<file path="config.mk">
export PLATFORM = sky130hd
export DESIGN_NAME = page_pointers
export DESIGN_NICKNAME = d
export VERILOG_FILES = /design/src/logic/i2c_seq_pkg.sv /design/src/logic/page_pointers.sv
export VERILOG_INCLUDE_DIRS = /design/src /design/src/logic
export SDC_FILE = /design/constraint.sdc
export NUM_CORES = 1
export LEC_CHECK = 0
export BUFFER_PORTS_ARGS = -buffer_cell sky130_fd_sc_hd__buf_2
export CORE_MARGIN = 3
export CORE_UTILIZATION = 50
export DETAILED_ROUTE_END_ITERATION = 8
export PLACE_DENSITY = 0.69
export SYNTH_ARGS = -nofsm -noshare
export SYNTH_HDL_FRONTEND = slang
export SYNTH_SLANG_ARGS = --single-unit
</file>
<file path="constraint.sdc">
create_clock -name mclk -period 5.25 [get_ports mclk]
set_clock_uncertainty 0.05 [all_clocks]
set_input_delay 0.525 -clock mclk [delete_from_list [all_inputs] [get_ports mclk]]
set_output_delay 0.525 -clock mclk [all_outputs]
set_load 0.01 [all_outputs]
</file>
<file path="src/logic/sensor_i2c_settings.svh">
/*
  sensor i2c sequencer settings
  page geometry, bus pacing and control word bit positions
*/
`ifndef SENSOR_I2C_SETTINGS_SVH
`define SENSOR_I2C_SETTINGS_SVH

`define SENSI2C_PAGES        16 // frame pages, one per frame mod 16
`define SENSI2C_PAGE_DEPTH   64 // command words per page
`define SENSI2C_QUARTER_DLY  4  // mclk cycles per quarter scl period

`define SENSI2C_CTRL_RESET   14 // reset all pages, stops the sequencer
`define SENSI2C_CTRL_RUN_SET 13 // apply run_val to run state
`define SENSI2C_CTRL_RUN_VAL 12 // 1 run, 0 stop

`endif

</file>
<file path="src/logic/i2c_seq_pkg.sv">
/*
  sequencer types
  frame pages, word pointers, command words and host write kinds
*/
package i2c_seq_pkg;

    typedef logic [3:0]  page_t;     // frame / page number
    typedef logic [5:0]  ptr_t;      // word index inside a page
    typedef logic [31:0] cmd_word_t; // one i2c write, msb byte first

    // what a host write means
    typedef enum logic [1:0] {
        kind_abs  = 2'd0, // page = frame number mod 16
        kind_rel  = 2'd1, // page = current frame + offset
        kind_ctrl = 2'd2  // control word
    } wr_kind_t;

endpackage

</file>
<file path="src/logic/page_pointers.sv">
/*
  page pointers
  frame counter, per-page write pointers, page clearing on frame sync
  and reset, read page/pointer tracking and sequencer run state
*/
`timescale 1ns/1ns
`include "sensor_i2c_settings.svh"

module page_pointers (
    input  logic                mclk,
    input  logic                reset_cmd,
    input  logic                frame_sync,
    input  logic                word_we,
    input  logic                word_rel,
    input  i2c_seq_pkg::page_t  word_page,
    input  logic                page_reset,
    input  logic                run_set,
    input  logic                run_val,
    input  logic                xfer_start,
    input  logic                xfer_done,
    output logic [9:0]          wr_addr,    // {page, pointer} of the word being stored
    output i2c_seq_pkg::page_t  rd_page,
    output i2c_seq_pkg::ptr_t   rd_ptr,
    output logic                word_ready,
    output logic                running,
    output logic                clearing,
    output logic                busy
);

    i2c_seq_pkg::page_t frame_cnt;   // current frame mod 16
    i2c_seq_pkg::page_t prev_page;   // page just left, next to clear
    i2c_seq_pkg::page_t wpage;       // target page of this write
    i2c_seq_pkg::ptr_t  wptr [`SENSI2C_PAGES]; // words written per page
    i2c_seq_pkg::ptr_t  rd_cnt;      // words in the read page
    logic               req_clr;     // frame sync waiting to advance
    logic               clear_en;    // clear prev_page and advance frame
    logic               has_words;   // unsent words left in read page
    logic               xfer_active; // transaction on the current word
    logic               page_inc;    // reader moves to next page

    // absolute writes to the page just left land in the current frame
    assign wpage = word_rel ? i2c_seq_pkg::page_t'(frame_cnt + word_page) :
                   (word_page == prev_page) ? frame_cnt : word_page;
    assign wr_addr = {wpage, wptr[wpage]};

    assign clear_en  = clearing || (req_clr && !word_we); // pending write goes first
    assign rd_cnt    = wptr[rd_page];
    assign has_words = (rd_ptr < rd_cnt);
    assign word_ready = running && has_words && !clearing;
    assign page_inc  = !xfer_active && !has_words && !clearing && (rd_page != frame_cnt);

    // pointer memory, one clear or one bump per cycle
    always_ff @(posedge mclk) begin
        if (clear_en) begin
            wptr[prev_page] <= '0;
        end else if (word_we) begin
            wptr[wpage] <= wptr[wpage] + 6'd1;
        end
    end

    always_ff @(posedge mclk) begin
        if (reset_cmd || page_reset) begin
            frame_cnt   <= '0;
            prev_page   <= 4'hf; // sweep starts at page 15
            clearing    <= 1'b1; // 16 cycles, all pages
            req_clr     <= 1'b0;
            running     <= 1'b0; // stop until run command
            rd_page     <= '0;
            rd_ptr      <= '0;
            xfer_active <= 1'b0; // a running transfer no longer counts
            busy        <= 1'b0;
        end else begin
            req_clr <= frame_sync || (req_clr && !(clear_en && !clearing));
            if (clear_en) begin
                prev_page <= frame_cnt;
                frame_cnt <= frame_cnt + 4'd1;
                if (clearing && frame_cnt == 4'hf) begin
                    clearing <= 1'b0; // last page done
                end
            end
            if (run_set) begin
                running <= run_val;
            end
            // read side
            if (xfer_start) begin
                xfer_active <= 1'b1;
            end else if (xfer_done) begin
                xfer_active <= 1'b0;
            end
            if (xfer_done && xfer_active) begin
                rd_ptr <= rd_ptr + 6'd1; // word sent
            end else if (page_inc) begin
                rd_page <= rd_page + 4'd1;
                rd_ptr  <= '0;
            end
            busy <= clearing || xfer_active || has_words || (rd_page != frame_cnt);
        end
    end

endmodule

</file>
==> results.cfg <==
[run_status]
status = complete, no violations

[logic_synthesis]
synth_adder_area_share = 0.0269
synth_xor_area_frac = 0.0235
avgSynthCellArea_um2 = 12.3
synth_top_family_by_area = multiplexers
synth_area_leader_cell = edfxtp_1
async_flop_share = 0
synth_fp_nets = 541
synth_edf_count = 96
syn_area_mm2 = 0.00632
ys_seq_area_frac = 0.541
synth-simple-area-share = 0.121
synth_compound_area_frac = 0.0791
ys_ff_latch = 123
ys_types = 59
netlist.area_leader.share = 0.456
yosys_warnings = 0
syn_inst = 514
muxShareOfSynthArea = 0.177
synth-main-ff-cell = edfxtp_1
synth_area_leaders = edfxtp_1 46%, mux4_2 11%, dfxtp_1 8.5%, mux2i_1 6.3%, nand2_1 4.5%

[pwr]
combPwrFrac = 0.103
p_sw_uw = 585
p_sw_frac = 0.232
p_leak_uw = 0.00278
p_int_uw = 1930
p_per_area_mw_per_mm2 = 347
p_total_uw = 2520
p_seq_frac = 0.424
clkPwrFrac = 0.473
peakVddDrop_v = 0.000247

[clock_tree]
clk_root_buffer_cell = clkbuf_16
cts.hold.buffers_added = 0
tritoncts = done
clock_path_buffers = 2
postCtsSetupBuffers = 0
cts.repair.resized = 0
htreeDepth = 4
cts_sinks = 123
cts_buffers = 17
clock_latency_ns = 0.42
clk_pin_slew_ns = 0.05

[sta]
hold_viol_final = 0
slew_viol_final = 0
hold_ws_ns = 0.267
setup_tns_ns = 0
period_minus_slack_ns = 4.44
grt_setup_unrepaired = no
max-slew-margin-rel = 0.197
finalSetupViolations = 0
tightest_slew_ns = 1.20
timing.fmax_ghz = 0.225
period_share = 0.846

[floorplanning]
die_h_um = 118
die_w_um = 118
start_util = 0.518
placementRows = 40
core_mm2 = 0.0122
die_area_mm2 = 0.0140
io_pins = 38

[finish]
fin_nets = 578
n_antenna_cell = 0
syn2layout_area_growth_pct = 14.7
drive_above_1_share = 0.204
final-instance-count-excl-fill = 732
nFillCells = 983

[placed_design]
portBuffers = 37
place.gp.congestion = 0.851
place_inst = 700
dpl.hpwl_mm = 10.9

[global_routing]
antenna_found_initial = 0
grt_pass1_vias = 4345
grt_max_degree = 46
grt_pass1_wl_mm = 24.7
grt_overflow = 0
grt_use_total = 0.236

[worst_setup_path]
critPathMaxStageDelay_ns = 0.64
arrival_ns = 4.49
worstSetupStartpointType = flip-flop
critical_path_class = flip-flop to flip-flop
path_cells = ha_1, a21o_1, a21oi_1, o22a_1, o22ai_1, nor2_1, clkinv_1, nand4_1, o211ai_1, ha_1, xnor2_1, nor2_1
critPathMaxFanout = 16
cp_slowest_cell = nor2_1
endpoint_kind = flip-flop
required_ns = 5.30

[drt]
routedWlPerCell_um = 21.6
ant_nets = 0
drc_errors = 0
vias_per_cell = 6.02
via_count = 4406
drtIter0Drc = 425
drt_wl_total_mm = 15.8
drt_pass1_iterations = 7

[flow_run]
cap_violations = 0

[min_path]
hp-class = primary input to flip-flop
-- critical path, delay by kind of cell, from the launching register on --
family                   cells  cell delay [ns]
XOR/XNOR                     1             0.13
buffers and inverters        1             0.45
AO/OA/AOI/OAI                5             0.95
adder cells (fa/ha/maj)      2             0.58
flip-flops                   1             0.54
AND/OR/NAND/NOR              3             1.40
-- sequential cells by signal (all words and copies together) (netlist names), named ones only --
name,count
wptr,96
busy,1
running,1
clearing,1
frame_cnt,4
req_clr,1
prev_page,4
rd_ptr,6
rd_page,4
xfer_active,1
-- kinds of logic (layout without fill, tap and decap cells) --
family / count (synthesis) / in the layout
AND/OR/NAND/NOR: 173 / 173
flip-flops: 123 / 123
buffers and inverters: 44 / 94
adder cells (fa/ha/maj): 13 / 13
AO/OA/AOI/OAI: 71 / 71
multiplexers: 73 / 73
XOR/XNOR: 17 / 17
-- layout by cell type, fill, tap and decap left out, types with 3 or more instances in the layout --
master	count
edfxtp_1	96
nand2_1	75
nor2_1	43
mux2i_1	40
buf_2	37
mux4_2	31
dfxtp_1	27
a21oi_1	26
nand3_1	20
clkbuf_16	17
inv_1	15
ha_1	12
xor2_1	10
nand4_1	8
xnor2_1	7
o21ai_0	7
buf_4	7
nor3_1	5
nand2b_1	4
a22oi_1	4
a21o_1	4
a32oi_1	4
o211ai_1	4
clkinvlp_4	4
clkinv_2	4
bufinv_16	4
nor4_1	3
o2111ai_1	3
clkinv_1	3
and3_1	3
-- area by class of cell --
class / instances / area (um^2) / area share
sequential: 123 / 3420 / 0.472
multi-input combinational: 347 / 2710 / 0.373
clock buffer: 18 / 429 / 0.0592
timing repair buffer: 44 / 238 / 0.0328
tap: 168 / 210 / 0.0290
clock inverter: 14 / 178 / 0.0245
inverter: 18 / 70.1 / 0.00966
-- cells in the mapped netlist (3+ instances only) --
cell	number
edfxtp_1	96
nand2_1	75
nor2_1	43
mux2i_1	40
mux4_2	31
dfxtp_1	27
a21oi_1	26
nand3_1	20
clkbuf_1	15
inv_1	15
ha_1	12
xor2_1	10
nand4_1	8
o21ai_0	7
xnor2_1	7
nor3_1	5
a21o_1	4
a22oi_1	4
a32oi_1	4
buf_1	4
buf_2	4
nand2b_1	4
o211ai_1	4
and3_1	3
buf_6	3
nor4_1	3
o2111ai_1	3
-- through the flow --
step	instance area (um^2)	utilization	setup WS, ns
after floorplan	6320	-	1.43
after global placement	6650	0.544	0.924
after detailed placement	6650	0.544	0.718
after CTS	7250	0.594	0.836
after global routing	7250	0.594	0.467
final	7250	0.594	0.810
-- worst paths after layout --
kind	startpoint	to	slack, ns	cells past startpoint
min	xfer_start	xfer_active$_SDFFE_PP0P_	0.27	3
min reg2reg	running$_SDFFE_PP0P_	running$_SDFFE_PP0P_	0.47	2
max	frame_cnt[1]$_SDFFE_PP0P_	wptr[10][2]$_DFFE_PP_	0.81	12
max reg2reg	frame_cnt[1]$_SDFFE_PP0P_	wptr[10][2]$_DFFE_PP_	0.81	12
-- power groups by stage --
stage / combinational [uW] / clock (uW) / sequential (uW)
6_report: 260 / 1190 / 1070
5_1_grt: 281 / 1260 / 1070
4_1_cts: 257 / 1210 / 1070
3_5_place_dp: 256 / 0 / 1090
3_3_place_gp: 253 / 0 / 1090
2_1_floorplan: 184 / 0 / 1080
-- routing by layer --
metal	wire (um)	global-route usage	part of all wire
met1	6670	0.310	0.42
met2	7560	0.367	0.48
met3	1110	0.0699	0.070
met4	498	0.101	0.031
met5	0	0	0
Note: power is estimated with default switching activity, not from simulation.
