## config.mk

```make
export PLATFORM = sky130hd
export DESIGN_NAME = i2c_byte_fsm
export DESIGN_NICKNAME = d
export VERILOG_FILES = /design/src/logic/sensor_i2c_settings.svh /design/src/logic/i2c_bus_pkg.sv /design/src/logic/i2c_byte_fsm.sv
export SDC_FILE = /design/constraint.sdc
export NUM_CORES = 1
export LEC_CHECK = 0
export BUFFER_PORTS_ARGS = -buffer_cell sky130_fd_sc_hd__buf_2
export CAP_MARGIN = 20
export CORE_UTILIZATION = 51
export CTS_CLUSTER_DIAMETER = 100
export DETAILED_ROUTE_END_ITERATION = 7
export PLACE_DENSITY = 0.78
export SYNTH_ARGS = -nofsm -noshare
export SYNTH_HDL_FRONTEND = slang
export SYNTH_SLANG_ARGS = --single-unit
```

## constraint.sdc

```tcl
create_clock -name mclk -period 2.4 [get_ports mclk]
set_input_delay 0.48 -clock mclk [delete_from_list [all_inputs] [get_ports mclk]]
set_output_delay 0.48 -clock mclk [all_outputs]
set_load 0.05 [all_outputs]
```

## src/logic/sensor_i2c_settings.svh

```systemverilog
/*
  sensor i2c sequencer settings
  page geometry, bus pacing and control word bit positions
*/
`ifndef SENSOR_I2C_SETTINGS_SVH
`define SENSOR_I2C_SETTINGS_SVH

`define SENSI2C_PAGES        16 // frame pages, one per frame mod 16
`define SENSI2C_PAGE_DEPTH   64 // command words per page
`define SENSI2C_QUARTER_DLY  4  // mclk cycles per quarter scl period

`define SENSI2C_CTRL_RESET   14 // reset all pages, stops the sequencer
`define SENSI2C_CTRL_RUN_SET 13 // apply run_val to run state
`define SENSI2C_CTRL_RUN_VAL 12 // 1 run, 0 stop

`endif

```

## src/logic/i2c_bus_pkg.sv

```systemverilog
/*
  bus side types
  bus byte and transaction phase encoding
*/
package i2c_bus_pkg;

    typedef logic [7:0] byte_t; // one byte on sda

    typedef enum logic [2:0] {
        st_idle,  // bus free, both lines high
        st_start, // sda falls with scl high
        st_bits,  // eight data bits
        st_ack,   // sda released for the slave
        st_stop   // sda rises with scl high
    } byte_state_t;

endpackage

```

## src/logic/i2c_byte_fsm.sv

```systemverilog
/*
  i2c transaction FSM
  start, four bytes msb first each with an ack slot, stop;
  sda moves only with scl low except at start and stop
*/
`timescale 1ns/1ns

module i2c_byte_fsm (
    input  logic               mclk,
    input  logic               reset_cmd,
    input  logic               word_ready,
    input  logic               running,
    input  logic               quarter,
    input  logic [3:0]         slot,
    input  i2c_bus_pkg::byte_t rd_byte,
    output logic               xfer_start,
    output logic               xfer_done,
    output logic [1:0]         byte_sel,
    output logic               re,
    output logic               timer_en,
    output logic               scl_out,
    output logic               sda_out,
    output logic               sda_en,
    output logic               scl_en
);

    i2c_bus_pkg::byte_state_t state;
    i2c_bus_pkg::byte_t       shreg; // byte being shifted out
    logic [1:0]               ph;    // quarter inside the bit
    logic                     bit_end;

    assign bit_end = quarter && (ph == 2'd3);

    always_ff @(posedge mclk) begin
        if (reset_cmd) begin
            state      <= i2c_bus_pkg::st_idle;
            xfer_start <= 1'b0;
            xfer_done  <= 1'b0;
            re         <= 1'b0;
            timer_en   <= 1'b0;
            byte_sel   <= '0;
            ph         <= '0;
        end else begin
            xfer_start <= 1'b0;
            xfer_done  <= 1'b0;
            re         <= 1'b0;
            if (!timer_en) begin
                ph <= '0;
            end else if (quarter) begin
                ph <= ph + 2'd1;
            end
            case (state)
                i2c_bus_pkg::st_idle: begin
                    if (word_ready && running && !xfer_done) begin // pointer settles first
                        state      <= i2c_bus_pkg::st_start;
                        xfer_start <= 1'b1;
                        timer_en   <= 1'b1;
                        byte_sel   <= 2'd0;
                        re         <= 1'b1; // fetch first byte
                    end
                end
                i2c_bus_pkg::st_start: begin
                    if (bit_end) begin
                        state    <= i2c_bus_pkg::st_bits;
                        timer_en <= 1'b0; // restart slot count
                        shreg    <= rd_byte;
                    end
                end
                i2c_bus_pkg::st_bits: begin
                    if (!timer_en) begin
                        timer_en <= 1'b1;
                    end else if (bit_end) begin
                        shreg <= {shreg[6:0], 1'b1};
                        if (slot == 4'd7) begin
                            state    <= i2c_bus_pkg::st_ack;
                            byte_sel <= byte_sel + 2'd1;    // wraps to 0 after the last byte
                            re       <= (byte_sel != 2'd3); // prefetch next byte
                        end
                    end
                end
                i2c_bus_pkg::st_ack: begin
                    if (bit_end) begin
                        if (byte_sel == 2'd0) begin // all four bytes out
                            state    <= i2c_bus_pkg::st_stop;
                            timer_en <= 1'b0; // stop bit starts at ph 0
                        end else begin
                            state <= i2c_bus_pkg::st_bits;
                            shreg <= rd_byte;
                        end
                    end
                end
                i2c_bus_pkg::st_stop: begin
                    if (!timer_en) begin
                        timer_en <= 1'b1;
                    end else if (bit_end) begin
                        state     <= i2c_bus_pkg::st_idle;
                        timer_en  <= 1'b0;
                        xfer_done <= 1'b1;
                    end
                end
                default: state <= i2c_bus_pkg::st_idle;
            endcase
        end
    end

    // line levels from state and quarter phase
    always_comb begin
        scl_out = 1'b1;
        sda_out = 1'b1;
        sda_en  = 1'b1;
        scl_en  = 1'b1;
        case (state)
            i2c_bus_pkg::st_start: begin
                sda_out = (ph < 2'd2);  // falls mid bit, scl high
                scl_out = (ph != 2'd3);
            end
            i2c_bus_pkg::st_bits: begin
                sda_out = shreg[7];
                scl_out = (ph == 2'd1) || (ph == 2'd2);
            end
            i2c_bus_pkg::st_ack: begin
                sda_en  = 1'b0; // slave owns sda
                scl_out = (ph == 2'd1) || (ph == 2'd2);
            end
            i2c_bus_pkg::st_stop: begin
                sda_out = (ph >= 2'd2); // rises with scl high
                scl_out = (ph != 2'd0);
            end
            default: begin
                sda_en = 1'b0; // bus released
                scl_en = 1'b0;
            end
        endcase
    end

endmodule

```

==> qor.csv <==
stage;metric;value;unit
placement;gp_congestion;0.792;
floorplanning;die_h;47.0;um
synth;synth_fp_nets;127;
timing;finalSetupTns;0;ns
synth;yosys_warnings;0;
timing;slew_headroom;62.2;%
timing;rsz0062_at_grt;false;
synth;synth-seq-area-share;44.7;%
placement;dp_hpwl;1580;um
setup_path;slowest_delay;0.70;ns
power_and_ir_drop;clkPwrFrac;28.0;%
floorplanning;start_util;57.2;%
grt;track_usage;20.4;%
flow_run;drv_cap;0;
drt;drc;0;
timing;period_minus_slack;2.25;ns
timing;setup_ws;0.153;ns
setup_path;slowest_stage;dfxtp_1;
clocking;cts_inserted_buffers;3;
drt;drt_pass1_iterations;4;
floorplanning;boundaryPins;27;
synth;synth_commonest_cells;dfxtp_1, nor2_1, edfxtp_1;
placement;portBuffers;26;
power_and_ir_drop;p_per_area;488;nW/um^2
synth;ys_async_sr_fraction;0;%
synth;synth_top_area_cell;edfxtp_1;
power_and_ir_drop;vdd.ir_drop.worst;0.396;mV
drt;viasPerCell;5.53;
power_and_ir_drop;p_leak;0.000475;uW
clocking;htreeDepth;1;
layout;drive_gt1_share;32.8;%
timing;skew;0.00557;ns
synth;syn_area_per_cell;9.82;um^2
setup_path;arrival;1.77;ns
synth;syn-cell-area;1030;um^2
grt;grt_pass1_wl;3090;um
synth;ys.flop_type;dfxtp_1;
clocking;cts_sinks;19;
floorplanning;rows;15;
timing;worst_pin_slew;0.566;ns
setup_path;worst-path-max-fanout;18;
power_and_ir_drop;p_int;432;uW
status;outcome;finished, final reports clean;
drt;drt_iter0_drc;14;
setup_path;worstPathCellList;nand2b_1 > o32ai_1 > a21oi_1 > buf_2;
grt;gr-total-overflow;0;
power_and_ir_drop;comb_power_share;12.4;%
synth;ys_seq_elements;19;
synth;synthCells;105;
layout;syn_to_final_growth;16.3;%
power_and_ir_drop;power_frac_seq;59.6;%
grt;grt_pass1_vias;723;
timing;finalHoldViolations;0;
clocking;clk_pin_slew;0.11;ns
synth;synth_most_common_cell;dfxtp_1;
synth;synth_edf_count;8;
grt;grt_max_degree;19;
setup_path;rrSetupSlack;0.60;ns
drt;wl;2060;um
timing;setup_viol;0;
timing;fin_crit_sh;93.6;%
drt;num_vias;862;
floorplanning;die-area;2210;um^2
layout;nets;154;
setup_path;cp-end-kind;output pin;
setup_path;crit_type;reg2out;
layout;multiInputGateArea;519;um^2
clocking;cts_tree;built;
synth;synth_cell_types;34;
timing;maxSlewViolCount;0;
timing;timing.fmax;445;MHz
clocking;post_cts.repair.setup_buffers;0;
clocking;cts_root_buf;clkbuf_4;
layout;fillCellCount;158;
drt;wl_per_cell;13.2;um
power_and_ir_drop;power.switching;153;uW
layout;num_antenna_cells;0;
placement;dp_slack;0.532;ns
synth;synthDominantCellAreaShare;23.3;%
layout;seq_area;460;um^2
synth;yosys-top-cells-area;edfxtp_1, dfxtp_1, mux2_2;
setup_path;required;1.92;ns
power_and_ir_drop;swShare;26.1;%
clocking;postCtsResizedCells;0;
setup_path;critPathLaunchType;register;
grt;antenna_found_initial;0;
drt;ant_nets;0;
floorplanning;core-area;1800;um^2
clocking;clock_latency;0.30;ns
clocking;cts_hold_buf;0;
floorplanning;dieWidth;47.0;um
clocking;clk_path_buf_depth;2;
worst_hold_path;hp-class;in2reg;
-- cells by family (layout without fill, tap and decap cells) --
kind of cell	Yosys count	count (layout)	synth area share, %
and+or+nand+nor	37	37	20.0
muxes	9	9	9.59
adders and majority gates	5	5	6.07
AOI/OAI and AO/OA	23	23	13.8
buffers and inverters	11	37	4.98
DFF	19	19	44.7
xor gates and xnor gates	1	1	0.850
-- state kept, by name, indices dropped and copies added, names as in the netlist --
| register | cells |
|---|---|
| xfer_done | 1 |
| shreg | 8 |
| timer_en | 1 |
| state | 3 |
| xfer_start | 1 |
| ph | 2 |
| byte_sel | 2 |
| re | 1 |
-- placed cells by master (no fill, tap or decap), types with 5 or more instances in the layout --
| cell | netlist | routed |
|---|---|---|
| inv_1 | 6 | 6 |
| nor2_1 | 9 | 9 |
| a21oi_1 | 5 | 5 |
| ha_1 | 5 | 5 |
| dfxtp_1 | 11 | 11 |
| edfxtp_1 | 8 | 8 |
| buf_2 | 2 | 26 |
| mux2_2 | 7 | 7 |
| nand2_1 | 7 | 7 |
| o21ai_0 | 7 | 7 |
-- path summary, 6_finish.rpt --
| check | endpoint | from | depth (start not counted) |
|---|---|---|---|
| worst max register to register | shreg[7] | state[1] | 2 |
| worst max-delay path | sda_out | state[1] | 4 |
| worst min register to register | byte_sel[1] | byte_sel[1] | 2 |
| worst min-delay path | shreg[0] | rd_byte[0] | 2 |
-- power by group through the flow --
stage / registers (uW) / logic, uW / clock network (uW)
2_1_floorplan: 363 / 39.6 / 0
3_3_place_gp: 356 / 71.1 / 0
3_5_place_dp: 356 / 72.8 / 0
4_1_cts: 348 / 73.1 / 168
5_1_grt: 349 / 79.5 / 175
6_report: 349 / 72.6 / 164
-- per-stage QoR --
stage | cell area [um^2] | power (uW) | cells | util (%) | hold WS, ns
floorplan | 1030 | 403 | 105 | - | 0.510
global placement | 1170 | 427 | 152 | 65.0 | 0.506
detailed placement | 1170 | 429 | 152 | 65.0 | 0.520
CTS | 1200 | 590 | 156 | 66.5 | 0.430
global route | 1200 | 603 | 156 | 66.5 | 0.437
finish | 1200 | 585 | 156 | 66.5 | 0.435
-- final cells by class --
type	instances	share of cell area, %
repair buffers	27	11.5
multi-input cells	75	43.3
clock buffers	3	1.88
inverters	6	1.88
flip-flops and latches	19	38.4
well taps	25	2.61
clock inverters	1	0.418
-- per-layer routing --
layer | routed length [um] | vias up | track usage (%)
li1 | - | 434 | -
met1 | 940 | 391 | 27.1
met2 | 962 | 33 | 31.7
met3 | 124 | 4 | 4.23
met4 | 36 | 0 | 10.3
met5 | 0 | - | 0
-- critical path, delay by kind of cell, from the launching register on --
family	cells	cell delay [ns]
buf+inv	1	0.27
flops	1	0.70
simple gates	1	0.26
compound gates	2	0.23
Note: power is estimated with default switching activity, not from simulation.
