`config.mk`:
```
export PLATFORM = sky130hd
export DESIGN_NAME = cmd_port
export DESIGN_NICKNAME = d
export VERILOG_FILES = /design/src/logic/i2c_seq_pkg.sv /design/src/logic/cmd_port.sv
export VERILOG_INCLUDE_DIRS = /design/src /design/src/logic
export SDC_FILE = /design/constraint.sdc
export NUM_CORES = 1
export LEC_CHECK = 0
export BUFFER_PORTS_ARGS = -buffer_cell sky130_fd_sc_hd__buf_2
export CORE_AREA = 2 2 39 41
export CTS_CLUSTER_DIAMETER = 30
export DETAILED_ROUTE_END_ITERATION = 8
export DIE_AREA = 0 0 41 43
export PLACE_DENSITY_LB_ADDON = 0.25
export SLEW_MARGIN = 20
export SYNTH_ARGS = -nofsm -noshare
export SYNTH_HDL_FRONTEND = slang
export SYNTH_SLANG_ARGS = --single-unit
```
`constraint.sdc`:
```
create_clock -name mclk -period 2.05 [get_ports mclk]
set_clock_uncertainty 0.05 [all_clocks]
set_input_delay 0.1025 -clock mclk [delete_from_list [all_inputs] [get_ports mclk]]
set_output_delay 0.1025 -clock mclk [all_outputs]
set_load 0.01 [all_outputs]
```
`src/logic/sensor_i2c_settings.svh`:
```
/*
  sensor i2c sequencer settings
  page geometry, bus pacing and control word bit positions
*/
`ifndef SENSOR_I2C_SETTINGS_SVH
`define SENSOR_I2C_SETTINGS_SVH

`define SENSI2C_PAGES        16 // frame pages, one per frame mod 16
`define SENSI2C_PAGE_DEPTH   64 // command words per page
`define SENSI2C_QUARTER_DLY  4  // mclk cycles per quarter scl period

`define SENSI2C_CTRL_RESET   14 // reset all pages, stops the sequencer
`define SENSI2C_CTRL_RUN_SET 13 // apply run_val to run state
`define SENSI2C_CTRL_RUN_VAL 12 // 1 run, 0 stop

`endif

```
`src/logic/i2c_seq_pkg.sv`:
```
/*
  sequencer types
  frame pages, word pointers, command words and host write kinds
*/
package i2c_seq_pkg;

    typedef logic [3:0]  page_t;     // frame / page number
    typedef logic [5:0]  ptr_t;      // word index inside a page
    typedef logic [31:0] cmd_word_t; // one i2c write, msb byte first

    // what a host write means
    typedef enum logic [1:0] {
        kind_abs  = 2'd0, // page = frame number mod 16
        kind_rel  = 2'd1, // page = current frame + offset
        kind_ctrl = 2'd2  // control word
    } wr_kind_t;

endpackage

```
`src/logic/cmd_port.sv`:
```
/*
  host command port
  four-phase req/ack handshake, turns each accepted request into a
  single-cycle word write or control strobe
*/
`timescale 1ns/1ns
`include "sensor_i2c_settings.svh"

module cmd_port (
    input  logic                  mclk,
    input  logic                  reset_cmd,
    input  logic                  wr_req,
    input  i2c_seq_pkg::wr_kind_t wr_kind,
    input  i2c_seq_pkg::page_t    wr_page,
    input  i2c_seq_pkg::cmd_word_t wr_data,
    input  logic                  clearing,   // page reset in progress
    output logic                  wr_ack,
    output logic                  word_we,
    output logic                  word_rel,
    output i2c_seq_pkg::page_t    word_page,
    output logic                  page_reset,
    output logic                  run_set,
    output logic                  run_val
);

    logic accept; // new request taken this cycle

    assign accept = wr_req && !wr_ack && !clearing; // back-pressure while clearing

    always_ff @(posedge mclk) begin
        if (reset_cmd) begin
            wr_ack     <= 1'b0;
            word_we    <= 1'b0;
            page_reset <= 1'b0;
            run_set    <= 1'b0;
        end else begin
            word_we    <= accept && (wr_kind != i2c_seq_pkg::kind_ctrl); // store with ack
            page_reset <= accept && (wr_kind == i2c_seq_pkg::kind_ctrl)
                          && wr_data[`SENSI2C_CTRL_RESET];
            run_set    <= accept && (wr_kind == i2c_seq_pkg::kind_ctrl)
                          && wr_data[`SENSI2C_CTRL_RUN_SET];
            if (accept) begin
                wr_ack <= 1'b1; // phase 2
            end else if (wr_ack && !wr_req) begin
                wr_ack <= 1'b0; // phase 4
            end
        end
    end

    // strobe payload, valid with the strobes
    always_ff @(posedge mclk) begin
        if (accept) begin
            word_rel  <= (wr_kind == i2c_seq_pkg::kind_rel);
            word_page <= wr_page; // page or offset
            run_val   <= wr_data[`SENSI2C_CTRL_RUN_VAL];
        end
    end

endmodule

```
==> results.toml, run 1 <==
[outcome]
outcome = "finished, final reports clean"

[hold_path]
min_path_cells = 2
holdCritPathClass = "primary input to register"
hold_start = "wr_data[14]"

[synthesis]
ys.flop_type = "edfxtp_1"
async_reset_ff_frac = 0
yosysWarnings = 0
yosys.area.top_type_share = 0.5353
synth_area_leaders = "edfxtp_1 54%, dfxtp_1 24%, nor2b_1 7.4%"
yosys.area.top_type = "edfxtp_1"
syn_nets = 61
yosysSeqAreaShare = 0.7732
ys_types = 6
synth-seq-cells = 10
yosysMostFrequentCell = "edfxtp_1"
netlist_area_um2 = 336.6
syn-instance-count = 19
avgSynthCellArea_um2 = 17.71
synth_edf_count = 6
synth_commonest_cells = "6 x edfxtp_1, 4 x dfxtp_1, 4 x nor2b_1, 2 x and3_1, 2 x nor3b_1"

[clocking]
htree_num_levels = 1
clock_sinks = 10
cts.path.max_buffers = 2
post_cts_resized = 0
hold_buffers = 6
cts_setup_buffers = 0
cts_made_buffers = 3
path_clk_slew_ps = 50
tritoncts = "yes"
insertion_delay_ps = 250
ctsRootBufferMaster = "clkbuf_4"

[critical_path]
critPathLaunchType = "primary input"
startpoint = "reset_cmd"
path_class = "primary input to register"
reg2reg_from = "wr_ack"
worst_ep_arrival_time_ps = 1220
crit_path_end_kind = "register"
crit_fanout = 3
critPathRequiredTime_ps = 2190
r2r_cells = 2

[detailed_routing]
vias_per_cell = 3.926
drtIter0Drc = 4
firstDrtPassIters = 2
wl_per_cell_um = 8.191
final_antenna_net_count = 0
vias = 267
drc = 0
wl_um = 557

[sta]
slew_violations = 0
worst_pin_slew_ps = 217.3
fmax_mhz = 927.4
timing.slew.headroom = 0.8545
setup_viol = 0
min_period_ps = 1078
setup_tns_ps = 0
grt_setup_unrepaired = "no"
whs_ps = 30.69
finalCritPeriodShare = 0.5260
hold_viol_final = 0

[global_routing]
grt_pass1_wl_um = 800
grtUsageMet1 = 0.06689
grt-busiest-layer = "met2"
grt_start_max_net_pins = 7
met2_usage = 0.1063
grt_util_met3 = 0.04712
antenna_found_initial = 0
globalRouteOverflowTotal = 0
grt_usage = 0.07317
grt_pass1_vias = 237

[power_and_ir_drop]
total_power_uw = 396.5
powerDensity_mw_per_mm2 = 707.4
ir_drop_mv = 0.3087
p_leak_uw = 0.0002584

[floorplan]
core_area_mm2 = 0.001384
die_w_um = 41
initial_core_util = 0.2432
dieArea_mm2 = 0.001763
num_io_pins = 52
die_h_um = 43
rows = 14

[place]
placed_cells = 58
port_buffers = 22
gp_congestion = 0.5599

[layout]
drive_above_1_share = 0.5192
diodes = 0
synthToLayoutAreaGrowth_pct = 66.54
nFillCells = 134
nets = 95
regArea_um2 = 260.3
final_cells = 68
multi_input_area_um2 = 76.32

[job]
maxCapViolations = 0
per-stage QoR:
step / cell area [µm²] / setup slack [ps] / util
floorplan: 336.6 / 688.6 / -
global placement: 474.2 / 952.7 / 0.3427
detailed placement: 474.2 / 991.2 / 0.3427
CTS: 560.5 / 968.2 / 0.4051
global route: 560.5 / 905.3 / 0.4051
finish: 560.5 / 971.7 / 0.4051
worst max-delay path: stages:
cell and delay [ps]:
dlygate4sd3_1 530, buf_2 140, nor4b_4 270, and3_1 180
final timing paths:
path / end / slack (ps)
setup / recovery: run_set / 970
hold / removal: page_reset / 30
hold reg to reg: wr_ack / 520
setup reg to reg: word_rel / 970
report_power, final:
part / switching, µW / internal, µW / total, µW
Combinational: 16.5 / 26.2 / 42.8
Sequential: 2.49 / 221 / 224
Clock: 55.6 / 74.6 / 130
Total: 74.6 / 322 / 397
final cells by class:
class / count / area share
flip-flops and latches: 10 / 0.4643
repair buffers: 29 / 0.3170
clock buffers: 4 / 0.04687
multi-input cells: 9 / 0.1362
well taps: 16 / 0.03571
kinds of logic (layout without fill, tap and decap cells):
kind of cell | count (synthesis) | count (layout) | share of synthesized area
buf+inv | 0 | 33 | 0
flops | 10 | 10 | 0.7732
simple gates | 9 | 9 | 0.2267
cells in the final DEF, fill, tap and decap left out, drive strengths merged:
master       Yosys  layout
edfxtp           6       6
nor2b            4       4
nor3b            2       2
buf              0      23
and3             2       2
nor4b            1       1
dlygate4sd3      0       6
clkbuf           0       4
dfxtp            4       4
metal layers:
metal	vias to the layer above	wire length (µm)
met1	117	234
met3	0	57
met5	-	0
met4	0	0
li1	135	-
met2	15	264
sequential cells by signal, indices dropped and copies added, names as in the netlist:
signal	count
wr_ack	1
run_val	1
word_rel	1
run_set	1
word_we	1
page_reset	1
word_page	4
(Power assumes the default switching activity.)
==> inputs of run 2 (changes only) <==
Settings changed: ABC_AREA set to 1, CORE_AREA 2 2 39 41 to not set, CORE_MARGIN set to 2, CORE_UTILIZATION set to 24, DIE_AREA 0 0 41 43 to not set.
Clock period 2.05 ns to 0.9 ns, I/O delays scaled along.
==> results.toml, run 2 <==
[sta]
grt_setup_unrepaired = "yes"
hold_viol_final = 0
worst_pin_slew_ps = 131.3
finalCritPeriodShare = 0.9746
timing.slew.headroom = 0.9118
min_period_ps = 877.1
fmax_mhz = 1140
slew_violations = 0
setup_tns_ps = 0
setup_viol = 0
fin_ws_ps = 22.86

[synthesis]
synth_compound_gate_area_share = 0.01504
ys_types = 10
yosysSeqAreaShare = 0.7820
yosysMostFrequentCell = "edfxtp_1"
yosysWarnings = 0
muxShareOfSynthArea = 0
ys.flop_type = "edfxtp_1"
synth_fa_ha_area_frac = 0
syn_nets = 68
synth_top_family_by_area = "simple AND/OR/NAND/NOR gates"
yosys.area.top_type = "edfxtp_1"
avgSynthCellArea_um2 = 12.80
async_reset_ff_frac = 0
synth_edf_count = 6
yosys.area.top_type_share = 0.5414
netlist_area_um2 = 332.8
synth_xor_area_frac = 0
synth_simple_gate_area_share = 0.1466
synth_commonest_cells = "6 x edfxtp_1, 4 x dfxtp_1, 4 x nand2_1, 3 x inv_1"
synth_area_leaders = "edfxtp_1 54%, dfxtp_1 24%, nand2_1 4.5%"
synth-seq-cells = 10
syn-instance-count = 26

[layout]
nets = 107
final_core_util = 0.4846
largest_register = "word_page"
final_cells = 79
synthToLayoutAreaGrowth_pct = 89.47
largest_register_ffs = 4
final_cell_mix = "22 x buf_2, 11 x dlygate4sd3_1, 6 x edfxtp_1"
drive_above_1_share = 0.5469
nFillCells = 128
diodes = 0
layout_commonest_cell = "buf_2"

[critical_path]
crit_fanout = 6
rrSetupSlack_ps = 20
worst_ep_arrival_time_ps = 800
r2r_cells = 3
reg2reg_to = "run_val"
max_stage_delay_ps = 320
startpoint = "wr_ack"
crit_path_end_kind = "register"
timing.critical_path.buf_inv = 2
critPathLaunchType = "register"
crit_chain = "inv_2, nand3_4, inv_4"
critPathRequiredTime_ps = 820
crit_family = "flip-flops"
cp_slowest_cell = "dfxtp_2"
cp.depth = 3
path_class = "register to register"
reg2reg_from = "wr_ack"

[place]
gp_congestion = 0.6078
dpl_worst_slack_ps = -16.84
placed_cells = 64
port_buffers = 22
post-dp-hpwl_um = 511

[global_routing]
grt_pass1_wl_um = 1131
antenna_found_initial = 0
grt_pass1_vias = 298
globalRouteOverflowTotal = 0
grt_usage = 0.1131
grt_start_max_net_pins = 7

[floorplan]
num_io_pins = 52
initial_core_util = 0.2558
rows = 13
core_area_mm2 = 0.001301
die_w_um = 41.24
die_h_um = 41.24
dieArea_mm2 = 0.001701

[detailed_routing]
final_antenna_net_count = 0
wl_per_cell_um = 9.203
vias_per_cell = 3.962
vias = 313
firstDrtPassIters = 2
drc = 0
wl_um = 727
drtIter0Drc = 1

[clocking]
ctsRootBufferMaster = "clkbuf_4"
clock_sinks = 10
cts_setup_buffers = 0
tritoncts = "yes"
insertion_delay_ps = 250
htree_num_levels = 1
cts.path.max_buffers = 2
cts_made_buffers = 3
path_clk_slew_ps = 70

[outcome]
outcome = "finished, final reports clean"

[power_and_ir_drop]
p_leak_uw = 0.0002985
total_power_uw = 950.9
ir_drop_mv = 0.7519
powerDensity_mw_per_mm2 = 1508

[hold_path]
hold_end = "word_rel"
holdCritPathClass = "primary input to register"
min_path_cells = 2
hold_start = "wr_kind[1]"

[job]
maxCapViolations = 0
run 2: cell count changes in the layout (fill, tap and decap cells not counted), moves of 2 or more:
cell | previous run | this run
nor2b_1 | 4 | 0
and3_1 | 2 | 0
nand2_2 | 0 | 2
nor2_1 | 0 | 2
nand2_1 | 0 | 3
dlygate4sd3_1 | 6 | 11
inv_2 | 0 | 3
nor3b_1 | 2 | 0
run 2: timing repair:
action | CTS | global route
gates resized for setup | 2 | 3
endpoints found under the setup margin | 6 | 9
pin swaps | 1 | 0
hold buffers | 11 | 0
endpoints found under the hold margin | 9 | 0
run 2: worst reg2reg max path, cell delays in order (launching register included):
cell and delay, ps:
dfxtp_2 320, inv_2 70, nand3_4 70, inv_4 90
run 2: worst max-delay path by stage:
stage                   endpoint  slack [ps]
finish                   run_val          20
global route        word_page[2]         -20
CTS                      run_val           4
detailed placement  word_page[2]         -20
global placement    word_page[2]         -20
floorplan                run_val         -30
run 2: final cells by class:
cell class,count,area [µm²],area share
flip-flops and latches,10,261.5,0.4147
well taps,15,18.77,0.02976
clock buffers,4,26.28,0.04167
repair buffers,34,227.7,0.3611
multi-input cells,11,75.07,0.1190
inverters,5,21.27,0.03373
run 2: stage by stage:
step / instance area [µm²] / hold slack (ps)
final: 630.6 / 29.74
after global routing: 630.6 / 25.91
after CTS: 614.3 / 7.877
after detailed placement: 470.5 / 176.4
after global placement: 470.5 / 180.5
after floorplan: 334.1 / 78.64
run 2: per-layer routing:
metal / up-vias / wire (µm) / share of wire / GRT usage
met5: - / 0 / 0 / 0
met4: 0 / 0 / 0 / 0.09677
met3: 0 / 82 / 0.11 / 0.03261
met2: 18 / 355 / 0.49 / 0.2070
met1: 134 / 289 / 0.40 / 0.09797
li1: 161 / - / - / -
run 2: cells by family after synthesis:
group | after synthesis
and+or+nand+nor | 10
DFF | 10
buffers and inverters | 5
AOI/OAI and AO/OA | 1
run 2: report_power, final:
part | total [µW] | switching (µW) | internal (µW)
sequential | 507 | 3.62 | 504
clock | 313 | 142 | 171
combinational | 130 | 56.7 | 73.7
