`config.mk`:
```
export PLATFORM = sky130hd
export DESIGN_NAME = i2c_bit_timer
export DESIGN_NICKNAME = d
export VERILOG_FILES = /design/src/logic/i2c_bit_timer.sv
export VERILOG_INCLUDE_DIRS = /design/src /design/src/logic
export SDC_FILE = /design/constraint.sdc
export NUM_CORES = 1
export LEC_CHECK = 0
export BUFFER_PORTS_ARGS = -buffer_cell sky130_fd_sc_hd__buf_2
export CAP_MARGIN = 10
export CORE_UTILIZATION = 54
export DETAILED_ROUTE_END_ITERATION = 16
export PLACE_DENSITY = 0.75
export SLEW_MARGIN = 20
export SYNTH_ARGS = -nofsm -noshare
export SYNTH_HDL_FRONTEND = slang
export SYNTH_SLANG_ARGS = --single-unit
```
`constraint.sdc`:
```
create_clock -name mclk -period 2.2 [get_ports mclk]
set_input_delay 0.11 -clock mclk [delete_from_list [all_inputs] [get_ports mclk]]
set_output_delay 0.11 -clock mclk [all_outputs]
set_load 0.01 [all_outputs]
```
`src/logic/sensor_i2c_settings.svh`:
```
/*
  sensor i2c sequencer settings
  page geometry, bus pacing and control word bit positions
*/
`ifndef SENSOR_I2C_SETTINGS_SVH
`define SENSOR_I2C_SETTINGS_SVH

`define SENSI2C_PAGES        16 // frame pages, one per frame mod 16
`define SENSI2C_PAGE_DEPTH   64 // command words per page
`define SENSI2C_QUARTER_DLY  4  // mclk cycles per quarter scl period

`define SENSI2C_CTRL_RESET   14 // reset all pages, stops the sequencer
`define SENSI2C_CTRL_RUN_SET 13 // apply run_val to run state
`define SENSI2C_CTRL_RUN_VAL 12 // 1 run, 0 stop

`endif

```
`src/logic/i2c_bit_timer.sv`:
```
/*
  i2c bit timer
  quarter scl period strobes and the slot counter of a byte (8 bits + ack)
*/
`timescale 1ns/1ns
`include "sensor_i2c_settings.svh"

module i2c_bit_timer (
    input  logic       mclk,
    input  logic       reset_cmd,
    input  logic       enable,
    output logic       quarter, // one mclk per quarter period
    output logic [3:0] slot     // 0..7 data bits, 8 ack
);

    logic [7:0] div_cnt; // mclk cycles inside a quarter
    logic [1:0] qph;     // quarter inside a bit

    assign quarter = enable && (div_cnt == 8'(`SENSI2C_QUARTER_DLY - 1));

    always_ff @(posedge mclk) begin
        if (reset_cmd || !enable) begin
            div_cnt <= '0; // restart on every enable
            qph     <= '0;
            slot    <= '0;
        end else if (quarter) begin
            div_cnt <= '0;
            qph     <= qph + 2'd1;
            if (qph == 2'd3) begin
                slot <= (slot == 4'd8) ? 4'd0 : slot + 4'd1; // next bit
            end
        end else begin
            div_cnt <= div_cnt + 8'd1;
        end
    end

endmodule

```
==> results of run 1 <==
==> registers in the layout (all words and copies together) (netlist names) <==
name     flops
div_cnt      8
slot         4
qph          2
==> cells in the mapped netlist (2+ instances only) <==
master | number | area share, %
inv_1 | 6 | 3.2
nand4_1 | 3 | 2.7
a21oi_1 | 6 | 4.3
o311ai_0 | 2 | 2.5
xor2_1 | 2 | 2.5
nand2_1 | 5 | 2.7
nor2_1 | 5 | 2.7
or3_1 | 4 | 3.6
nand3_1 | 6 | 4.3
dfxtp_1 | 14 | 40
o21ai_0 | 5 | 3.6
ha_1 | 4 | 7.1
==> kinds of logic after synthesis <==
family / after synthesis / share of synthesized area, %
AOI/OAI and AO/OA: 18 / 15.7
buffers and inverters: 8 / 4.63
adders and majority gates: 4 / 7.13
xor gates and xnor gates: 3 / 3.74
muxes: 1 / 1.43
DFF: 14 / 39.9
and+or+nand+nor: 32 / 27.5
==> per-stage QoR <==
stage               utilization [%]  power (mW)
floorplan                         -       0.275
global placement               65.0       0.281
detailed placement             65.0       0.282
CTS                            68.2       0.464
global route                   68.2       0.482
finish                         68.2       0.467
==> per-layer routing <==
metal	routed length, µm	vias to the layer above	GRT usage (%)
li1	-	316	-
met1	735	274	32.7
met2	597	11	29.7
met3	49	0	5.23
met4	0	0	8.04
met5	0	-	0
==> where the power goes <==
part | internal, mW | switching, mW
registers | 0.255 | 0.00211
clock network | 0.101 | 0.0896
logic | 0.00726 | 0.0119
==> placed cells by master, fill, tap and decap left out <==
| cell type | instances |
|---|---|
| and3_1 | 1 |
| ha_1 | 4 |
| nor2b_1 | 1 |
| nor4b_1 | 1 |
| clkbuf_4 | 3 |
| o21ai_0 | 5 |
| o2111ai_1 | 1 |
| or4b_1 | 1 |
| nand3b_1 | 1 |
| o21ai_1 | 1 |
| buf_4 | 1 |
| xor2_1 | 2 |
| nor2_1 | 5 |
| xnor2_1 | 1 |
| nand3_1 | 6 |
| nand4_1 | 3 |
| clkbuf_8 | 1 |
| mux2i_1 | 1 |
| or4_1 | 1 |
| o31ai_1 | 1 |
| dfxtp_1 | 14 |
| or3_1 | 4 |
| o41ai_1 | 1 |
| buf_2 | 7 |
| inv_1 | 6 |
| nand2b_1 | 1 |
| a21oi_1 | 6 |
| nor4b_2 | 1 |
| o211ai_1 | 1 |
| nand2_1 | 5 |
| or4b_4 | 1 |
| o311ai_0 | 2 |
==> worst max-delay path, stage by stage, from the launching register on <==
cell     delay, ns
dfxtp_1       0.40
ha_1          0.25
nor4b_2       0.40
nand2_1       0.19
inv_1         0.08
buf_2         0.12
==> worst paths after layout <==
path,from,to,slack (ns)
worst max register to register,div_cnt[0]$_SDFF_PP0_,qph[0]$_SDFFE_PP0P_,0.46
worst max-delay path,div_cnt[0]$_SDFF_PP0_,quarter,0.36
worst min-delay path,reset_cmd,slot[0]$_SDFFE_PP0P_,0.20
worst min register to register,div_cnt[0]$_SDFF_PP0_,div_cnt[0]$_SDFF_PP0_,0.49
==> area by class of cell <==
class | count | area (µm²) | area share [%]
Clock buffer | 4 | 36.3 | 4.60
Inverter | 6 | 22.5 | 2.86
Multi-Input combinational cell | 58 | 389 | 49.4
Sequential cell | 14 | 280 | 35.6
Tap cell | 14 | 17.5 | 2.22
Timing Repair Buffer | 8 | 42.5 | 5.40
==> qor.yml, run 1 <==
worst_pin_slew_ns: 0.490
cts_buffers: 3
setup_tns_ns: 0
worstSetupEndpointType: "output port"
worstSetupPathType: "reg2out"
clock_latency_ns: 0.29
status: "complete, no violations"
whs_ns: 0.198
drive_gt1_share_pct: 15.6
pre_cts_slack_ns: 0.473
async_flop_share_pct: 0
die_w_um: 38.1
rsz0062_at_grt: "false"
period_share_pct: 83.5
cp_data_required_time_ns: 2.09
firstDrtPassIters: 4
arrival_ns: 1.73
cp_max_fo: 5
overflow: 0
syn_to_final_growth_pct: 12.3
synth_area_per_cell_um2: 8.77
skew_ns: 0.00114
cts_resized: 0
slew_viol_final: 0
postCtsSetupBuffers: 0
cts.clk_slew.worst_paths_ns: 0.09
finish.instance_area_um2: 788
ant_nets: 0
dpl-instance-area_um2: 752
num_vias: 601
rows: 12
cts_sinks: 14
place_inst: 100
hp-class: "in2reg"
fin_nets: 98
dieArea_um2: 1450
ys_ff_latch: 14
synth_nets: 87
dp_hpwl_um: 1040
slew_headroom_pct: 67.3
boundaryPins: 8
yosysWarnings: 0
synth_edf_count: 0
syn_inst: 80
setup_ws_ns: 0.363
antenna_found_initial: 0
reg2regPathDepth: 4
htree_levels: 1
cap_violations: 0
synth_cell_types: 30
fin_crit_ns: 1.84
port_buffers: 7
cts_tree: "built"
grt_max_degree: 9
diodes: 0
p_per_area_nw_per_um2: 592
num-fill-cells: 94
grt_pass1_vias: 500
irDropWorstVdd_mv: 0.349
worst_setup_path_start_kind: "flip-flop"
p_leak_nw: 0.311
core_area_um2: 1160
cts_hold_buf: 0
netlist_area_um2: 702
setup_violations: 0
vias_per_cell: 5.78
grt_pass1_wl_um: 2170
gp_congestion: 0.839
finalNonFillerCells: 104
hold_violations: 0
yosysSeqAreaShare_pct: 39.9
fmax_mhz: 544
start_util_pct: 60.7
cts_buffer_depth: 2
drtIter0Drc: 15
ys.flop_type: "dfxtp_1"
dieHeight_um: 38.1
track_usage_pct: 21.8
min_path_cells: 4
drt-total-wl_um: 1380
drc: 0
cts_root_buf: "clkbuf_4"
routedWlPerCell_um: 13.3
No activity file was read; power rests on OpenSTA's default activity.
==> run 2, diff against run 1 <==
==> constraint.sdc (replaced) <==
create_clock -name mclk -period 1.7 [get_ports mclk]
set_input_delay 0.085 -clock mclk [delete_from_list [all_inputs] [get_ports mclk]]
set_output_delay 0.085 -clock mclk [all_outputs]
set_load 0.01 [all_outputs]
==> run 2 against run 1 <==
Worst setup slack lost 0.28 ns; worst hold slack better by 0.016 ns; largest cell class unchanged; cell count up 4.8%; via count grew 10%; register-to-register slack got worse by 0.38 ns; largest power group unchanged; critical path type is now reg2reg; critical path depth down 1; non-clock buffer count rose by 5; critical endpoint is now slot[3]$_SDFFE_PP0P_; highest routed layer is now met4; clock power rose by 25%.
==> qor.yml, run 2 (synthesis results as in run 1) <==
p_per_area_nw_per_um2: 705
vias_per_cell: 6.06
cts_buffer_depth: 2
slew_headroom_pct: 59.2
hp-class: "in2reg"
rsz0062_at_grt: "false"
finalNonFillerCells: 109
num_vias: 661
ant_nets: 0
port_buffers: 7
cap_violations: 0
syn_to_final_growth_pct: 21.4
start_util_pct: 60.7
most-common-layout-cells: "dfxtp_1, buf_2"
fmax_mhz: 618
cts_sinks: 14
grt_max_degree: 9
drive_gt1_share_pct: 24.2
slew_viol_final: 0
worstSetupPathType: "reg2reg"
fin_nets: 103
clock_latency_ns: 0.28
cts_root_buf: "clkbuf_4"
setup_tns_ns: 0
dp_hpwl_um: 1040
drtIter0Drc: 50
period_share_pct: 95.2
worst_setup_path_start_kind: "flip-flop"
overflow: 0
cp_max_fo: 7
layout_commonest_cell: "dfxtp_1"
cts_tree: "built"
largest_reg_flops: 8
num-fill-cells: 84
postCtsSetupBuffers: 0
htree_levels: 1
grt_pass1_vias: 539
core_area_um2: 1160
hold_violations: 0
diodes: 0
drt-total-wl_um: 1570
status: "complete, no violations"
setup_violations: 0
irDropWorstVdd_mv: 0.569
die_w_um: 38.1
dieHeight_um: 38.1
routedWlPerCell_um: 14.4
antenna_found_initial: 0
gp_congestion: 0.834
dieArea_um2: 1450
worstSetupEndpointType: "flip-flop"
skew_ns: 0.00801
drc: 0
cp_data_required_time_ns: 1.85
place_inst: 105
fin_crit_ns: 1.62
cts_hold_buf: 0
cts.clk_slew.worst_paths_ns: 0.09
worst_pin_slew_ns: 0.611
rows: 12
firstDrtPassIters: 4
reg_top3: "div_cnt (8), slot (4), qph (2)"
top_register: "div_cnt"
track_usage_pct: 24.1
whs_ns: 0.214
arrival_ns: 1.77
boundaryPins: 8
cts_buffers: 3
grt_pass1_wl_um: 2370
p_leak_nw: 0.341
run 2: cell count changes in the layout (fill, tap and decap cells not counted), sizes merged:
cell	previous run	this run
buf	8	13
run 2: what timing repair did:
| item | 4_1_cts | 5_1_grt |
|---|---|---|
| endpoints found under the hold margin | 0 | 0 |
| gates resized for setup | 1 | 5 |
| setup endpoints to repair | 1 | 4 |
run 2: final cells by class:
| type | count | area (µm²) | area share, % |
|---|---|---|---|
| timing repair buffer | 13 | 80.1 | 9.40 |
| tap | 14 | 17.5 | 2.06 |
| multi-input combinational | 58 | 415 | 48.8 |
| sequential | 14 | 280 | 32.9 |
| clock buffer | 4 | 36.3 | 4.26 |
| inverter | 6 | 22.5 | 2.64 |
run 2: worst max-delay path: stages, from the launching register on:
cell      delay [ns]
dfxtp_1         0.38
ha_1            0.18
or4b_4          0.51
o311ai_2        0.27
o211ai_1        0.15
run 2: per-layer routing:
metal	global-route usage (%)	vias up	share of wire, %
met5	0	-	0
met4	8.04	0	0.64
met3	6.98	2	5.9
met2	37.3	27	46
met1	31.9	302	48
li1	-	330	-
run 2: path summary, 6_finish.rpt:
check,start,endpoint,slack (ns),cells past startpoint
max,div_cnt[1]$_SDFF_PP0_,slot[3]$_SDFFE_PP0P_,0.08,4
min,reset_cmd,slot[0]$_SDFFE_PP0P_,0.21,4
max reg2reg,div_cnt[1]$_SDFF_PP0_,slot[3]$_SDFFE_PP0P_,0.08,4
min reg2reg,qph[1]$_SDFFE_PP0P_,qph[1]$_SDFFE_PP0P_,0.51,2
run 2: through the flow:
step	utilization, %	worst slack, ns	power (mW)	instance area [µm²]
2_1_floorplan	-	0.0821	0.356	702
3_3_place_gp	68.3	0.0947	0.367	790
3_5_place_dp	68.3	0.0812	0.367	790
4_1_cts	71.4	0.00756	0.601	826
5_1_grt	73.7	0.00391	0.630	852
6_report	73.7	0.0809	0.601	852
run 2: where the power goes:
part	total [mW]	switching, mW	internal, mW	leakage, nW
Sequential	0.332	0.00180	0.330	0.113
Clock	0.237	0.107	0.130	0.0210
Combinational	0.0316	0.0184	0.0132	0.207
Total	0.601	0.127	0.473	0.341
==> run 3, diff against run 2 <==
--- a/config.mk
+++ b/config.mk
@@ -6,11 +6,12 @@
 export SDC_FILE = /design/constraint.sdc
 export NUM_CORES = 1
 export LEC_CHECK = 0
+export ABC_AREA = 1
 export BUFFER_PORTS_ARGS = -buffer_cell sky130_fd_sc_hd__buf_2
 export CAP_MARGIN = 10
 export CORE_UTILIZATION = 54
 export DETAILED_ROUTE_END_ITERATION = 16
-export PLACE_DENSITY = 0.75
+export PLACE_DENSITY = 0.74
 export SLEW_MARGIN = 20
 export SYNTH_ARGS = -nofsm -noshare
 export SYNTH_HDL_FRONTEND = slang
==> run 3 against run 2 <==
Highest routed layer unchanged; worst setup slack improved by 0.15 ns; critical path depth grew 2; first-iteration DRC count fell by 84%; worst hold slack worse by 0.093 ns; largest cell class unchanged; critical endpoint is now quarter; cell area down 4.4%.
==> qor.yml, run 3 <==
die_w_um: 38.7
drt-total-wl_um: 1270
synthTopCellsByArea: "dfxtp_1, nand2_1, ha_1"
hold_violations: 0
reg_top3: "div_cnt (8), slot (4), qph (2)"
top_register: "div_cnt"
setup_violations: 0
worstSetupEndpointType: "output port"
status: "complete, no violations"
finalNonFillerCells: 120
rsz0062_at_grt: "false"
routedWlPerCell_um: 10.6
cts_buffers: 3
yosysSeqAreaShare_pct: 38.6
critPathSlowestCell: "dfxtp_1"
cts_resized: 0
core_area_um2: 1170
antenna_found_initial: 0
irDropWorstVdd_mv: 0.554
clock_latency_ns: 0.29
synth_nets: 102
p_per_area_nw_per_um2: 740
firstDrtPassIters: 4
cp_slowest_stage_delay_ns: 0.36
yosys.area.top_type: "dfxtp_1"
slew_viol_final: 0
cp_data_required_time_ns: 1.62
slew_headroom_pct: 77.7
syn_to_final_growth_pct: 12.2
cts_sinks: 14
vias_per_cell: 4.98
cp_top_family: "flip-flops"
period_share_pct: 86.6
grt_pass1_vias: 490
cts.clk_slew.worst_paths_ns: 0.09
synth_area_per_cell_um2: 7.64
gp_congestion: 0.755
cap_violations: 0
dp_hpwl_um: 939
hp-class: "in2reg"
cts_hold_buf: 0
most-common-layout-cells: "nand2_1, dfxtp_1, inv_1"
rows: 12
cp_max_fo: 6
syn_inst: 95
p_leak_nw: 0.354
worstSetupPathType: "reg2out"
fin_nets: 114
postCtsSetupBuffers: 0
overflow: 0
path_cells: "ha_1, nand2_2, nor2_4, nand2_4, inv_1, buf_2"
ys.flop_type: "dfxtp_1"
synth_cell_types: 19
worst_setup_path_start_kind: "flip-flop"
drc: 0
cts_buffer_depth: 2
start_util_pct: 62.0
path_buf_inv: 2
arrival_ns: 1.39
num_vias: 597
setup_tns_ns: 0
htree_levels: 1
cts_root_buf: "clkbuf_4"
worst_pin_slew_ns: 0.333
fin_crit_ns: 1.47
async_flop_share_pct: 0
layout_commonest_cell: "nand2_1"
ys_ff_latch: 14
skew_ns: 0.000396
track_usage_pct: 20.2
synth_top_area_share_pct: 38.6
grt_pass1_wl_um: 1970
synth.most_common_cell: "nand2_1"
dieArea_um2: 1490
synthTopCellsByCount: "nand2_1, dfxtp_1, inv_1"
synth_edf_count: 0
ant_nets: 0
dieHeight_um: 38.7
drive_gt1_share_pct: 25.5
fmax_mhz: 679
grt_max_degree: 9
place_inst: 116
netlist_area_um2: 726
whs_ns: 0.121
diodes: 0
fin_util_pct: 69.6
yosysWarnings: 0
cts_tree: "built"
port_buffers: 7
drtIter0Drc: 8
boundaryPins: 8
largest_reg_flops: 8
[run 3: changes by cell type after synthesis, sizes merged, moves of 2 or more]
cell,delta
inv,+10
o311ai,-2
o21ai,-2
nor4b,-2
or4b,-2
nand2,+16
or3,-4
nor2,+12
[run 3: cell type report]
| class | instances | area [µm²] |
|---|---|---|
| Tap cell | 14 | 17.5 |
| Fill cell | 105 | 357 |
| Multi-Input combinational cell | 65 | 385 |
| Inverter | 16 | 60.1 |
| Timing Repair Buffer | 7 | 35.0 |
| Sequential cell | 14 | 280 |
| Clock buffer | 4 | 36.3 |
[run 3: per-layer routing]
| metal | vias to the layer above | GRT usage, % | share of wire, % |
|---|---|---|---|
| met4 | 0 | 10.3 | 1.7 |
| met5 | - | 0 | 0 |
| met3 | 4 | 5.20 | 3.0 |
| met1 | 265 | 26.9 | 50 |
| li1 | 317 | - | - |
| met2 | 11 | 29.6 | 45 |
[run 3: path summary, 6_finish.rpt]
kind / end / cells past startpoint / slack (ns) / start
worst min register to register: div_cnt[0]$_SDFF_PP0_ / 1 / 0.45 / div_cnt[0]$_SDFF_PP0_
worst max register to register: slot[0]$_SDFFE_PP0P_ / 6 / 0.44 / div_cnt[0]$_SDFF_PP0_
worst min-delay path: qph[1]$_SDFFE_PP0P_ / 4 / 0.12 / reset_cmd
worst max-delay path: quarter / 6 / 0.23 / div_cnt[0]$_SDFF_PP0_
[run 3: cell families after synthesis]
family	synth area share, %
XOR/XNOR	3.62
flip-flops	38.6
AND/OR/NAND/NOR	35.0
AO/OA/AOI/OAI	7.59
buffers and inverters	8.28
adder cells (fa/ha/maj)	6.90
[run 3: metrics by stage]
stage / setup slack [ns] / total power [mW] / instance area (µm²)
6_report: 0.228 / 0.603 / 815
5_1_grt: 0.137 / 0.623 / 815
4_1_cts: 0.213 / 0.609 / 815
3_5_place_dp: 0.435 / 0.362 / 778
3_3_place_gp: 0.495 / 0.361 / 778
2_1_floorplan: 0.550 / 0.355 / 726
[run 3: power by group]
part	switching, mW	leakage (nW)	internal, mW
Combinational	0.0144	0.220	0.00811
Sequential	0.00154	0.113	0.330
Clock	0.118	0.0210	0.131
Total	0.134	0.354	0.469
[run 3: worst min-delay path, delay by kind of cell]
family,cells,cell delay (ns)
buffers and inverters,1,0.08
AO/OA/AOI/OAI,1,0.09
AND/OR/NAND/NOR,2,0.12
